`src/source/procPkg.sv`:
```
/*
 * Shared definitions for the 16-bit five-stage core
 * Data and register index widths, opcode and funct codes
 * ALU operation type and the four stage payload structs
 */
`default_nettype none

package procPkg;

    localparam int dataWidth    = 16;  // Data and address width
    localparam int regAddrWidth = 3;   // 8 registers

    // Opcodes in instr[15:11], all-zero word is a NOP bubble
    localparam logic [4:0] opNop  = 5'b00000;
    localparam logic [4:0] opHalt = 5'b00001;
    localparam logic [4:0] opAlu  = 5'b11011;  // rd = rs op rt
    localparam logic [4:0] opAddi = 5'b01000;  // rt = rs + imm5
    localparam logic [4:0] opLbi  = 5'b11000;  // rs = imm8
    localparam logic [4:0] opLd   = 5'b10001;  // rt = mem[rs + imm5]
    localparam logic [4:0] opSt   = 5'b10000;  // mem[rs + imm5] = rt

    // Funct codes in instr[1:0] of the ALU group
    localparam logic [1:0] fnAdd = 2'b00;
    localparam logic [1:0] fnSub = 2'b01;  // rs - rt
    localparam logic [1:0] fnXor = 2'b10;
    localparam logic [1:0] fnAnd = 2'b11;

    typedef enum logic [1:0] {
        aluAdd = 2'b00,
        aluSub = 2'b01,
        aluXor = 2'b10,
        aluAnd = 2'b11
    } aluOpT;

    // Instruction layout
    //   [15:11] opcode  [10:8] rs  [7:5] rt  [4:2] rd  [1:0] funct
    //   imm5 = [4:0], imm8 = [7:0], both sign-extended
    typedef struct packed {
        logic [dataWidth-1:0] instr;
        logic [dataWidth-1:0] pc;
    } fetchPayloadT;

    typedef struct packed {
        logic [dataWidth-1:0]    rsVal;     // Zero for LBI
        logic [dataWidth-1:0]    rtVal;     // Also store data
        logic [dataWidth-1:0]    imm;       // Extended imm5 or imm8
        aluOpT                   aluOp;
        logic                    useImm;    // Immediate as second operand
        logic                    memRead;
        logic                    memWrite;
        logic                    regWrite;
        logic [regAddrWidth-1:0] dest;
        logic                    halt;
    } decodePayloadT;

    typedef struct packed {
        logic [dataWidth-1:0]    aluResult; // ALU value or memory address
        logic [dataWidth-1:0]    storeData;
        logic                    memRead;
        logic                    memWrite;
        logic                    regWrite;
        logic [regAddrWidth-1:0] dest;
        logic                    halt;
    } executePayloadT;

    typedef struct packed {
        logic [dataWidth-1:0]    value;     // Loaded word or ALU result
        logic                    regWrite;
        logic [regAddrWidth-1:0] dest;
        logic                    halt;
    } memPayloadT;

endpackage

`default_nettype wire

```
`src/source/decode.sv`:
```
/*
 * Decode stage
 * Field split, immediate extension, control, register file with write bypass
 * RAW hazard stall, sticky illegal-opcode flag, halt detection
 */
`timescale 1ns/100ps
`default_nettype none

module decode import procPkg::*; (
    input  wire            clk,
    input  wire            reset,
    input  wire            hold,       // Memory freeze
    input  wire            fetchPayloadT fetched,
    input  wire            memPayloadT wbIn,          // Write port from memWb
    input  wire            decodePayloadT idExOut,    // For hazard compare
    input  wire            executePayloadT exMemOut,  // For hazard compare
    output decodePayloadT  decoded,
    output logic           stall,
    output logic           haltSeen,
    output logic           err
);

    logic [dataWidth-1:0]    regs [2**regAddrWidth];
    logic [4:0]              opcode;
    logic [1:0]              funct;
    logic [regAddrWidth-1:0] rs;
    logic [regAddrWidth-1:0] rt;
    logic [regAddrWidth-1:0] rd;
    logic [dataWidth-1:0]    imm5Ext;
    logic [dataWidth-1:0]    imm8Ext;
    logic [dataWidth-1:0]    rsRead;
    logic [dataWidth-1:0]    rtRead;
    logic                    usesRs;
    logic                    usesRt;
    logic                    illegal;
    logic                    rsHazard;
    logic                    rtHazard;
    decodePayloadT           ctl;

    assign opcode  = fetched.instr[15:11];
    assign rs      = fetched.instr[10:8];
    assign rt      = fetched.instr[7:5];
    assign rd      = fetched.instr[4:2];
    assign funct   = fetched.instr[1:0];
    assign imm5Ext = {{(dataWidth-5){fetched.instr[4]}}, fetched.instr[4:0]};
    assign imm8Ext = {{(dataWidth-8){fetched.instr[7]}}, fetched.instr[7:0]};

    // Register file, written at the end of the WB cycle
    always_ff @(posedge clk) begin
        if (reset) begin
            for (int i = 0; i < 2**regAddrWidth; i++) begin
                regs[i] <= '0;
            end
        end else if (wbIn.regWrite) begin
            regs[wbIn.dest] <= wbIn.value;
        end
    end

    // Same-cycle write shows through on read
    assign rsRead = (wbIn.regWrite && wbIn.dest == rs) ? wbIn.value : regs[rs];
    assign rtRead = (wbIn.regWrite && wbIn.dest == rt) ? wbIn.value : regs[rt];

    always_comb begin
        ctl       = '0;
        usesRs    = 1'b0;
        usesRt    = 1'b0;
        illegal   = 1'b0;
        ctl.rsVal = rsRead;
        ctl.rtVal = rtRead;
        ctl.imm   = imm5Ext;
        case (opcode)
            opNop: ;
            opHalt: ctl.halt = 1'b1;
            opAlu: begin
                usesRs       = 1'b1;
                usesRt       = 1'b1;
                ctl.regWrite = 1'b1;
                ctl.dest     = rd;
                case (funct)
                    fnAdd:   ctl.aluOp = aluAdd;
                    fnSub:   ctl.aluOp = aluSub;
                    fnXor:   ctl.aluOp = aluXor;
                    default: ctl.aluOp = aluAnd;  // fnAnd
                endcase
            end
            opAddi: begin
                usesRs       = 1'b1;
                ctl.useImm   = 1'b1;
                ctl.regWrite = 1'b1;
                ctl.dest     = rt;
            end
            opLbi: begin
                ctl.rsVal    = '0;        // Zero plus immediate in execute
                ctl.imm      = imm8Ext;
                ctl.useImm   = 1'b1;
                ctl.regWrite = 1'b1;
                ctl.dest     = rs;        // rs field names the target
            end
            opLd: begin
                usesRs       = 1'b1;
                ctl.useImm   = 1'b1;
                ctl.memRead  = 1'b1;
                ctl.regWrite = 1'b1;
                ctl.dest     = rt;
            end
            opSt: begin
                usesRs        = 1'b1;
                usesRt        = 1'b1;     // Store data
                ctl.useImm    = 1'b1;
                ctl.memWrite  = 1'b1;
            end
            default: illegal = 1'b1;      // Control stays NOP
        endcase
    end

    // Older writers still in execute or memory
    assign rsHazard = usesRs && ((idExOut.regWrite && idExOut.dest == rs) ||
                                 (exMemOut.regWrite && exMemOut.dest == rs));
    assign rtHazard = usesRt && ((idExOut.regWrite && idExOut.dest == rt) ||
                                 (exMemOut.regWrite && exMemOut.dest == rt));
    assign stall    = !haltSeen && (rsHazard || rtHazard);

    // Everything after HALT issues as NOP
    assign decoded = haltSeen ? decodePayloadT'('0) : ctl;

    always_ff @(posedge clk) begin
        if (reset) begin
            haltSeen <= 1'b0;
            err      <= 1'b0;
        end else begin
            if (decoded.halt && !stall && !hold) haltSeen <= 1'b1;  // Halt issued
            if (illegal && !haltSeen) err <= 1'b1;                   // Sticky
        end
    end

endmodule

`default_nettype wire

```
`src/source/execute.sv`:
```
/*
 * Execute stage
 * Second-operand select, ALU, address computation
 */
`timescale 1ns/100ps
`default_nettype none

module execute import procPkg::*; (
    input  wire            decodePayloadT decoded,
    output executePayloadT result
);

    logic [dataWidth-1:0] opA;
    logic [dataWidth-1:0] opB;
    logic [dataWidth-1:0] aluOut;

    // LBI arrives with opA zeroed, so the immediate passes through
    assign opA = decoded.rsVal;

    // Immediate for ADDI, LBI and LD/ST offsets
    assign opB = decoded.useImm ? decoded.imm : decoded.rtVal;

    always_comb begin
        case (decoded.aluOp)
            aluAdd:  aluOut = opA + opB;   // Also base plus offset
            aluSub:  aluOut = opA - opB;
            aluXor:  aluOut = opA ^ opB;
            default: aluOut = opA & opB;   // aluAnd
        endcase
    end

    // Control and store data ride along
    always_comb begin
        result.aluResult = aluOut;
        result.storeData = decoded.rtVal;
        result.memRead   = decoded.memRead;
        result.memWrite  = decoded.memWrite;
        result.regWrite  = decoded.regWrite;
        result.dest      = decoded.dest;
        result.halt      = decoded.halt;
    end

endmodule

`default_nettype wire

```
`src/source/fetch.sv`:
```
/*
 * Fetch stage
 * Program counter, fetch address and the fetch payload
 */
`timescale 1ns/100ps
`default_nettype none

module fetch import procPkg::*; (
    input  wire                  clk,
    input  wire                  reset,
    input  wire                  hold,       // Stall, freeze or halt seen
    output logic [dataWidth-1:0] instrAddr,
    input  wire  [dataWidth-1:0] instr,      // Answered in the same cycle
    output fetchPayloadT         payload
);

    logic [dataWidth-1:0] pc;

    // Word-addressed PC, one step per cycle
    always_ff @(posedge clk) begin
        if (reset) begin
            pc <= '0;
        end else if (!hold) begin
            pc <= pc + dataWidth'(1);
        end
    end

    assign instrAddr = pc;

    always_comb begin
        payload.instr = instr;  // Raw word, decode splits it
        payload.pc    = pc;
    end

endmodule

`default_nettype wire

```
`src/source/memStage.sv`:
```
/*
 * Memory stage
 * Wishbone classic master for LD/ST, freeze request, result select
 */
`timescale 1ns/100ps
`default_nettype none

module memStage import procPkg::*; (
    input  wire                  clk,
    input  wire                  reset,
    input  wire                  executePayloadT executed,
    output logic                 cyc,
    output logic                 stb,
    output logic                 we,
    output logic [dataWidth-1:0] adr,
    output logic [dataWidth-1:0] datMosi,
    input  wire                  ack,
    input  wire  [dataWidth-1:0] datMiso,
    output memPayloadT           result,
    output logic                 freeze
);

    logic                 access;    // LD or ST in this stage
    logic                 pending;   // Bus cycle opened in an earlier cycle
    logic                 done;      // Late ack taken, instruction still here
    logic [dataWidth-1:0] loadData;  // Word from a late ack

    assign access  = executed.memRead || executed.memWrite;
    assign cyc     = access && !done;
    assign stb     = cyc;
    assign we      = cyc && executed.memWrite;
    assign adr     = executed.aluResult;  // Steady while exMem is frozen
    assign datMosi = executed.storeData;

    // Zero-wait ack needs no freeze, a late one freezes through the ack cycle
    assign freeze = cyc && (pending || !ack);

    always_ff @(posedge clk) begin
        if (reset) begin
            pending <= 1'b0;
            done    <= 1'b0;
        end else begin
            if (cyc) pending <= !ack;
            if (cyc && ack && pending) begin
                done <= 1'b1;
            end else if (!freeze) begin
                done <= 1'b0;                  // Pipeline moves on
            end
        end
    end

    always_ff @(posedge clk) begin
        if (cyc && ack) loadData <= datMiso;
    end

    always_comb begin
        if (executed.memRead) begin
            result.value = done ? loadData : datMiso;
        end else begin
            result.value = executed.aluResult;
        end
        result.regWrite = executed.regWrite;
        result.dest     = executed.dest;
        result.halt     = executed.halt;
    end

endmodule

`default_nettype wire

```
`src/source/pipeReg.sv`:
```
/*
 * Stage register for any payload type
 * Freeze by hold, no-op insertion by bubble
 */
`timescale 1ns/100ps
`default_nettype none

module pipeReg #(
    parameter type payloadT = logic [15:0]
) (
    input  wire     clk,
    input  wire     reset,
    input  wire     hold,    // Keep current contents
    input  wire     bubble,  // Load a no-op
    input  wire     payloadT d,
    output payloadT q
);

    // Hold wins over bubble so a frozen stage keeps its instruction
    always_ff @(posedge clk) begin
        if (reset) begin
            q <= '0;        // All-zero payload is a no-op
        end else if (hold) begin
            q <= q;
        end else if (bubble) begin
            q <= '0;
        end else begin
            q <= d;
        end
    end

endmodule

`default_nettype wire

```
`src/source/proc.sv`:
```
/*
 * Top level of the five-stage core
 * Stage and pipeline register wiring, hold and bubble control, halted flag
 */
`timescale 1ns/100ps
`default_nettype none

module proc import procPkg::*; (
    input  wire                  clk,
    input  wire                  reset,
    output logic [dataWidth-1:0] instrAddr,   // Fetch port
    input  wire  [dataWidth-1:0] instr,
    output logic                 cyc,         // Wishbone master
    output logic                 stb,
    output logic                 we,
    output logic [dataWidth-1:0] adr,
    output logic [dataWidth-1:0] datMosi,
    input  wire                  ack,
    input  wire  [dataWidth-1:0] datMiso,
    output logic                 halted,
    output logic                 err
);

    fetchPayloadT   fetchOut;
    fetchPayloadT   ifIdQ;
    decodePayloadT  decodeOut;
    decodePayloadT  idExQ;
    executePayloadT executeOut;
    executePayloadT exMemQ;
    memPayloadT     memOut;
    memPayloadT     memWbQ;
    logic           stall;
    logic           freeze;
    logic           haltSeen;
    logic           fetchHold;

    assign fetchHold = stall || freeze || haltSeen;

    fetch fetch_inst (
        .clk(clk), .reset(reset), .hold(fetchHold),
        .instrAddr(instrAddr), .instr(instr), .payload(fetchOut)
    );

    // Stays empty once HALT has issued
    pipeReg #(.payloadT(fetchPayloadT)) ifId (
        .clk(clk), .reset(reset), .hold(stall || freeze), .bubble(haltSeen),
        .d(fetchOut), .q(ifIdQ)
    );

    decode decode_inst (
        .clk(clk), .reset(reset), .hold(freeze),
        .fetched(ifIdQ), .wbIn(memWbQ),
        .idExOut(idExQ), .exMemOut(exMemQ),
        .decoded(decodeOut), .stall(stall), .haltSeen(haltSeen), .err(err)
    );

    // Bubble behind a stalled instruction
    pipeReg #(.payloadT(decodePayloadT)) idEx (
        .clk(clk), .reset(reset), .hold(freeze), .bubble(stall),
        .d(decodeOut), .q(idExQ)
    );

    execute execute_inst (
        .decoded(idExQ), .result(executeOut)
    );

    pipeReg #(.payloadT(executePayloadT)) exMem (
        .clk(clk), .reset(reset), .hold(freeze), .bubble(1'b0),
        .d(executeOut), .q(exMemQ)
    );

    memStage memStage_inst (
        .clk(clk), .reset(reset), .executed(exMemQ),
        .cyc(cyc), .stb(stb), .we(we), .adr(adr), .datMosi(datMosi),
        .ack(ack), .datMiso(datMiso),
        .result(memOut), .freeze(freeze)
    );

    // Output feeds the register write port in decode
    pipeReg #(.payloadT(memPayloadT)) memWb (
        .clk(clk), .reset(reset), .hold(freeze), .bubble(1'b0),
        .d(memOut), .q(memWbQ)
    );

    // Rises as the halt payload loads into memWb
    always_ff @(posedge clk) begin
        if (reset) begin
            halted <= 1'b0;
        end else if (memOut.halt && !freeze) begin
            halted <= 1'b1;
        end
    end

endmodule

`default_nettype wire

```
`config.mk`:
```
export PLATFORM = sky130hd
export DESIGN_NAME = proc
export DESIGN_NICKNAME = d
export VERILOG_FILES = /design/src/source/procPkg.sv /design/src/source/decode.sv /design/src/source/execute.sv /design/src/source/fetch.sv /design/src/source/memStage.sv /design/src/source/pipeReg.sv /design/src/source/proc.sv
export SDC_FILE = /design/constraint.sdc
export NUM_CORES = 1
export LEC_CHECK = 0
export ABC_AREA = 1
export BUFFER_PORTS_ARGS = -buffer_cell sky130_fd_sc_hd__buf_2
export CORE_UTILIZATION = 45
export CTS_BUF_LIST = sky130_fd_sc_hd__clkbuf_8
export CTS_CLUSTER_SIZE = 24
export DETAILED_ROUTE_END_ITERATION = 10
export HOLD_SLACK_MARGIN = 0.06
export PLACE_DENSITY_LB_ADDON = 0.12
export SYNTH_ARGS = -nofsm -noshare
export SYNTH_HDL_FRONTEND = slang
export SYNTH_SLANG_ARGS = --single-unit
```
`constraint.sdc`:
```
create_clock -name clk -period 2.6 [get_ports clk]
set_input_delay 0.39 -clock clk [delete_from_list [all_inputs] [get_ports clk]]
set_output_delay 0.39 -clock clk [all_outputs]
set_load 0.01 [all_outputs]
```
==> results of run 1 <==
-- metal layers --
layer  global-route usage, %  vias to the layer above  wire length, um
met2                    44.3                      389            23600
met1                    34.8                     7289            22600
li1                        -                     7602                -
met5                       0                        -                0
met3                    3.40                       96             2210
met4                    9.57                        0             1430
-- cell type report --
| cell class | count | area, sq um | share of cell area, % |
|---|---|---|---|
| Tap cell | 468 | 586 | 3.03 |
| Clock inverter | 32 | 139 | 0.718 |
| Inverter | 201 | 762 | 3.94 |
| Sequential cell | 296 | 7380 | 38.1 |
| Multi-Input combinational cell | 1563 | 8040 | 41.5 |
| Clock buffer | 59 | 812 | 4.20 |
| Timing Repair Buffer | 225 | 1640 | 8.48 |
-- timing repair --
action                                  CTS  global route
resized for setup                        31            62
pin swaps                                29            49
endpoints found under the setup margin   11            11
endpoints found under the hold margin    26             0
hold buffers                             26             0
setup buffers                             1             6
-- sequential cells by signal, indices dropped and copies added (netlist names), 16 cells and up, named ones only --
signal,count
memStage_inst.loadData,16
exMem.q,39
fetch_inst.instrAddr,16
ifId.q,16
idEx.q,50
decode_inst.regs,128
memWb.q,20
-- metrics by stage --
step / utilization (%) / TNS, ps / total power, uW / setup WS [ps]
global placement: 48.6 / -1010 / 9140 / -184
detailed placement: 48.6 / -1520 / 9170 / -242
finish: 52.9 / -536 / 13500 / -116
floorplan: - / 0 / 7950 / 17.8
global route: 52.9 / -2150 / 14300 / -333
CTS: 52.2 / -428 / 13400 / -156
-- power groups by stage --
stage,registers [uW],clock network (uW),logic [uW]
after global routing,5660,4360,4290
after global placement,5700,0,3440
after floorplan,5530,0,2420
after CTS,5610,4170,3610
final,5610,4060,3850
after detailed placement,5700,0,3470
-- final timing paths --
kind / to / slack, ps
worst min-delay path: ifId.q[31] / 90
worst min register to register: idEx.q[26] / 460
worst max-delay path: exMem.q[37] / -120
worst max register to register: exMem.q[37] / -120
-- worst reg2reg max path, cell delays in order, from the launching register on --
cell,delay [ps]
sky130_fd_sc_hd__dfxtp_4,380
sky130_fd_sc_hd__inv_4,80
sky130_fd_sc_hd__buf_8,120
sky130_fd_sc_hd__nand2_1,70
sky130_fd_sc_hd__nand2_2,90
sky130_fd_sc_hd__nand2_1,60
sky130_fd_sc_hd__nor2_1,110
sky130_fd_sc_hd__nand2_1,80
sky130_fd_sc_hd__nand2_2,110
sky130_fd_sc_hd__buf_6,120
sky130_fd_sc_hd__xor2_1,140
sky130_fd_sc_hd__ha_1,300
sky130_fd_sc_hd__a21oi_2,210
sky130_fd_sc_hd__nor2_1,70
sky130_fd_sc_hd__nor2_2,170
sky130_fd_sc_hd__nor3_1,60
sky130_fd_sc_hd__nor2_1,130
sky130_fd_sc_hd__nand2_1,70
sky130_fd_sc_hd__nand2_1,60
sky130_fd_sc_hd__nand3_1,60
sky130_fd_sc_hd__a21oi_1,120
-- placed cells by master, fill, tap and decap left out, types with 48 or more instances in the layout --
cell type,n
sky130_fd_sc_hd__buf_4,101
sky130_fd_sc_hd__clkbuf_8,59
sky130_fd_sc_hd__nor2_1,284
sky130_fd_sc_hd__nand2_1,475
sky130_fd_sc_hd__o211ai_1,48
sky130_fd_sc_hd__o21ai_0,119
sky130_fd_sc_hd__inv_1,196
sky130_fd_sc_hd__edfxtp_1,144
sky130_fd_sc_hd__nand3_1,222
sky130_fd_sc_hd__dfxtp_1,146
sky130_fd_sc_hd__a21oi_1,122
sky130_fd_sc_hd__buf_2,86
-- kinds of logic after synthesis --
family	Yosys count	share of synthesized area, %
simple gates	1115	28.6
buf+inv	377	9.93
fa+ha+maj	34	2.58
compound gates	375	12.9
xor+xnor	39	2.04
flops	296	43.9
==> results.sh, run 1 <==
export IMPL_outcome="finished, violations left"
export IMPL_failed_checks="negative setup slack"
export IMPL_grt_antenna_before_repair=0
export IMPL_placed_cells=2720
export IMPL_sw_frac_of_total_pct=34.3
export IMPL_clock_sinks=296
export IMPL_max_slew_margin_rel_pct=31.4
export IMPL_finalNetCount=2408
export IMPL_crit_path_cells="inv_4 -> buf_8 -> nand2_1 -> nand2_2 -> nand2_1 -> nor2_1 -> nand2_1 -> nand2_2 -> buf_6 -> xor2_1 -> ha_1 -> a21oi_2 -> nor2_1 -> nor2_2 -> nor3_1 -> nor2_1 -> nand2_1 -> nand2_1 -> nand3_1 -> a21oi_1"
export IMPL_post_route_period_util_pct=104
export IMPL_hold_path_cell_count=5
export IMPL_drt_total_wl_um=49800
export IMPL_cpMostUsedCell="sky130_fd_sc_hd__nand2_1"
export IMPL_drt_pass1_iter_count=7
export IMPL_post_route_cell_area_sq_um=19400
export IMPL_fmax_mhz=368
export IMPL_rsz_0062_raised_after_global_routing="yes"
export IMPL_leakagePower_uw=0.00823
export IMPL_die_h_um=195
export IMPL_via_count_of_the_first_global_routing_pass=15000
export IMPL_maxCapViolations=0
export IMPL_timing_final_setup_violations=7
export IMPL_yosys_warnings=0
export IMPL_seqPwrFrac_pct=41.5
export IMPL_data_required_time_of_the_critical_path_ps=3170
export IMPL_synth_top_cell_area_share_pct=25.8
export IMPL_cp_max_stage_delay_ps=380
export IMPL_tritoncts="done"
export IMPL_critical_path_endpoint_type="flop"
export IMPL_crit_slowest_cell="sky130_fd_sc_hd__dfxtp_4"
export IMPL_final_max_slew_viol_count=0
export IMPL_worstRegToRegCells=20
export IMPL_ys_ff_latch=296
export IMPL_worst_setup_hold_path_clk_slew_ps=70
export IMPL_ys_seq_area_share_pct=43.9
export IMPL_antenna_violating_nets_post_route=0
export IMPL_die_x_um=195
export IMPL_hold_start="instr[15]"
export IMPL_postSynthAreaPerCell_sq_um=7.50
export IMPL_syn_instance_count=2236
export IMPL_place_port_buffers=87
export IMPL_areaGrowthSynthToFinish_pct=15.4
export IMPL_critPathMaxFanout=7
export IMPL_groute_usage_overall_pct=26.4
export IMPL_edff_count_synth=144
export IMPL_crit_reg2reg_launch="idEx.q[7]"
export IMPL_yosys_top_cells_count="sky130_fd_sc_hd__nand2_1, sky130_fd_sc_hd__nor2_1, sky130_fd_sc_hd__nand3_1"
export IMPL_detail_route_iter0_violations=912
export IMPL_core_area_sq_um=36600
export IMPL_finalHoldViolCount=0
export IMPL_post_drt_wl_per_cell_um=17.5
export IMPL_grt_start_max_net_pins=88
export IMPL_layout_setup_ws_ps=-116
export IMPL_dominantRegCellSynth="sky130_fd_sc_hd__dfxtp_1"
export IMPL_grt_first_pass_wirelength_um=80000
export IMPL_placement_cell_area_sq_um=17800
export IMPL_combPwrFrac_pct=28.5
export IMPL_gp_congestion=0.882
export IMPL_library_cells_used_by_synthesis=45
export IMPL_grt_ovfl_total=0
export IMPL_p_int_uw=8890
export IMPL_p_clk_share_pct=30.0
export IMPL_hpwlAfterDp_um=34100
export IMPL_synth_nets=2305
export IMPL_hp_class="primary input to flop"
export IMPL_skew_ps=40.2
export IMPL_netSwitchingPower_uw=4630
export IMPL_fp_row_count=70
export IMPL_total_drc_errors_in_the_routed_layout=0
export IMPL_top_cells_by_area_in_the_synthesized_netlist="sky130_fd_sc_hd__edfxtp_1, sky130_fd_sc_hd__dfxtp_1, sky130_fd_sc_hd__nand2_1"
export IMPL_power_density_nw_per_um2=699
export IMPL_critical_path_cell_count=20
export IMPL_synthArstFlopShare_pct=0
export IMPL_post_drt_via_cell_ratio=5.41
export IMPL_timing_critical_path_arrival_ps=3290
export IMPL_htreeDepth=2
export IMPL_final_layout_size_suffix_gt1_share_pct=17.2
export IMPL_ctsRootBufferMaster="sky130_fd_sc_hd__clkbuf_8"
export IMPL_fin_crit_ps=2720
export IMPL_yosys_cell_count_top_type="sky130_fd_sc_hd__nand2_1"
export IMPL_hold_ws_ps=93.7
export IMPL_design_die_area_sq_um=38100
export IMPL_crit_family="simple AND/OR/NAND/NOR gates"
export IMPL_detailroute_via_count=15400
export IMPL_irDropWorstVdd_mv=0.355
export IMPL_critPathLaunchType="flop"
export IMPL_clock_network_latency_to_the_later_pin_of_the_worst_skew_pair_ps=660
export IMPL_initial_utilization_pct=45.8
export IMPL_critPathLaunch="idEx.q[7]"
export IMPL_tightest_slew_ps=1030
export IMPL_post_synth_instance_area_sq_um=16800
export IMPL_final_cells=2844
export IMPL_cts_made_buffers=52
export IMPL_crit_buf_inv=3
export IMPL_synth_area_leader_cell="sky130_fd_sc_hd__edfxtp_1"
export IMPL_cts_max_path_buffers=3
export IMPL_filler_cells_inserted=3611
export IMPL_critical_path_class="flop to flop"
export IMPL_top_level_ports=88
export IMPL_antennaDiodeCount=0
(Power assumes the default switching activity.)
==> inputs of run 2 (changes only) <==
- clock period: 2.6 -> 2.37 ns (I/O delays scaled with it)
==> results.sh, run 2 (same netlist as run 1, synthesis figures left out) <==
export IMPL_biggestRegsByFlops="decode_inst.regs: 128 flops, idEx.q: 50 flops, exMem.q: 39 flops"
export IMPL_antenna_violating_nets_post_route=0
export IMPL_areaGrowthSynthToFinish_pct=17.8
export IMPL_worstRegToRegCells=18
export IMPL_cp_max_stage_delay_ps=410
export IMPL_filler_cells_inserted=3476
export IMPL_clock_network_latency_to_the_later_pin_of_the_worst_skew_pair_ps=640
export IMPL_post_route_period_util_pct=115
export IMPL_critical_path_endpoint_type="flop"
export IMPL_die_x_um=195
export IMPL_post_route_cell_area_sq_um=19800
export IMPL_fin_crit_ps=2720
export IMPL_top_level_ports=88
export IMPL_design_die_area_sq_um=38100
export IMPL_leakagePower_uw=0.00840
export IMPL_data_required_time_of_the_critical_path_ps=2880
export IMPL_finalHoldViolCount=0
export IMPL_crit_reg2reg_launch="idEx.q[7]"
export IMPL_tightest_slew_ps=1020
export IMPL_power_density_nw_per_um2=779
export IMPL_groute_usage_overall_pct=26.3
export IMPL_cpMostUsedCell="sky130_fd_sc_hd__nand2_2"
export IMPL_place_port_buffers=87
export IMPL_fp_row_count=70
export IMPL_layout_commonest_cell="sky130_fd_sc_hd__nand2_1"
export IMPL_drt_pass1_iter_count=5
export IMPL_critical_path_class="flop to flop"
export IMPL_total_drc_errors_in_the_routed_layout=0
export IMPL_core_area_sq_um=36600
export IMPL_hp_class="primary input to flop"
export IMPL_clock_sinks=296
export IMPL_worst_setup_hold_path_clk_slew_ps=60
export IMPL_irDropWorstVdd_mv=0.490
export IMPL_placed_cells=2735
export IMPL_timing_critical_path_arrival_ps=3220
export IMPL_grt_first_pass_wirelength_um=79200
export IMPL_top_reg_by_flops="decode_inst.regs"
export IMPL_fmax_mhz=368
export IMPL_tritoncts="done"
export IMPL_htreeDepth=2
export IMPL_layout_setup_ws_ps=-348
export IMPL_antennaDiodeCount=0
export IMPL_largest_register_ffs=128
export IMPL_timing_rr_end="exMem.q[38]"
export IMPL_cts_made_buffers=54
export IMPL_placement_cell_area_sq_um=18000
export IMPL_grt_ovfl_total=0
export IMPL_critPathLaunchType="flop"
export IMPL_maxCapViolations=0
export IMPL_failed_checks="negative setup slack"
export IMPL_crit_slowest_cell="sky130_fd_sc_hd__dfxtp_4"
export IMPL_most_common_layout_cells="sky130_fd_sc_hd__nand2_1, sky130_fd_sc_hd__nor2_1, sky130_fd_sc_hd__nand3_1"
export IMPL_die_h_um=195
export IMPL_gp_congestion=0.907
export IMPL_ctsRootBufferMaster="sky130_fd_sc_hd__clkbuf_8"
export IMPL_grt_start_max_net_pins=88
export IMPL_timing_final_setup_violations=11
export IMPL_cts_max_path_buffers=3
export IMPL_final_layout_size_suffix_gt1_share_pct=18.9
export IMPL_grt_antenna_before_repair=0
export IMPL_rsz_0062_raised_after_global_routing="yes"
export IMPL_critical_path_cell_count=18
export IMPL_via_count_of_the_first_global_routing_pass=14900
export IMPL_fin_tns_setup_ps=-2290
export IMPL_initial_utilization_pct=45.8
export IMPL_max_slew_margin_rel_pct=31.8
export IMPL_detail_route_iter0_violations=910
export IMPL_detailroute_via_count=15400
export IMPL_overall_power_after_layout_uw=15400
export IMPL_finalNetCount=2431
export IMPL_drt_total_wl_um=49500
export IMPL_critical_path_endpoint="exMem.q[38]"
export IMPL_post_drt_via_cell_ratio=5.36
export IMPL_final_max_slew_viol_count=0
export IMPL_hpwlAfterDp_um=34300
export IMPL_critPathLaunch="idEx.q[7]"
export IMPL_final_cells=2870
export IMPL_post_drt_wl_per_cell_um=17.3
export IMPL_critPathMaxFanout=8
export IMPL_crit_buf_inv=0
export IMPL_layout_area_seq_sq_um=7380
export IMPL_crit_family="simple AND/OR/NAND/NOR gates"
export IMPL_outcome="finished, violations left"
export IMPL_crit_path_cells="nand2_1 -> nand2_2 -> nand2_2 -> nor2_4 -> nand2_1 -> nand2_2 -> nand2_2 -> a21oi_2 -> nand2_1 -> xor2_1 -> ha_1 -> nand2_2 -> nor4_2 -> nand2_1 -> nand2_2 -> nand3_1 -> nand3_2 -> a21oi_2"
export IMPL_regToRegSetupSlack_ps=-350
export IMPL_multiInputGateArea_sq_um=8130
export IMPL_skew_ps=25.6
[run 2: tightest hold or removal path, stage by stage]
cell	delay [ps]
sky130_fd_sc_hd__buf_2	100
sky130_fd_sc_hd__inv_1	40
sky130_fd_sc_hd__nor2_1	40
sky130_fd_sc_hd__nand3_1	70
sky130_fd_sc_hd__a21oi_1	60
[run 2: what timing repair did]
| action | in CTS | in global routing |
|---|---|---|
| buffers inserted | 9 | 3 |
| hold endpoints to repair | 28 | 0 |
| resized for setup | 36 | 62 |
| hold buffers | 27 | 0 |
| endpoints found under the setup margin | 11 | 29 |
| pin swaps | 45 | 38 |
[run 2: power breakdown]
group	leakage (uW)	internal [uW]	switching (uW)
combinational	0.00508	1880	2590
sequential	0.00272	5770	366
clock	0.000609	2530	2240
[run 2: final cells by class]
| class | count | area share, % |
|---|---|---|
| Inverter | 201 | 3.86 |
| Clock buffer | 60 | 4.18 |
| Sequential cell | 296 | 37.3 |
| Timing Repair Buffer | 246 | 9.43 |
| Multi-Input combinational cell | 1563 | 41.2 |
| Tap cell | 468 | 2.96 |
| Clock inverter | 36 | 1.05 |
[run 2: worst min path at each step]
stage / endpoint / startpoint / cells past startpoint / slack, ps
6_report: ifId.q[30] / instr[14] / 5 / 100
5_1_grt: ifId.q[30] / instr[14] / 5 / 90
4_1_cts: ifId.q[30] / instr[14] / 5 / 60
3_5_place_dp: idEx.q[29] / idEx.q[29] / 2 / 460
3_3_place_gp: idEx.q[6] / idEx.q[6] / 2 / 450
2_1_floorplan: exMem.q[22] / idEx.q[41] / 2 / 440
[run 2: metrics by stage]
stage	utilization (%)	worst slack (ps)	hold slack, ps
final	54.0	-348	98.6
after global routing	54.0	-537	92.4
after detailed placement	49.2	-416	461
after global placement	49.2	-385	454
after CTS	53.2	-264	61.1
after floorplan	-	-175	439
[run 2: metal layers]
layer / vias up / track usage (%) / share of wire, %
met5: - / 0 / 0
met4: 0 / 9.10 / 3.1
met3: 106 / 4.02 / 4.4
met2: 370 / 45.0 / 48
met1: 7266 / 33.6 / 44
li1: 7652 / - / -
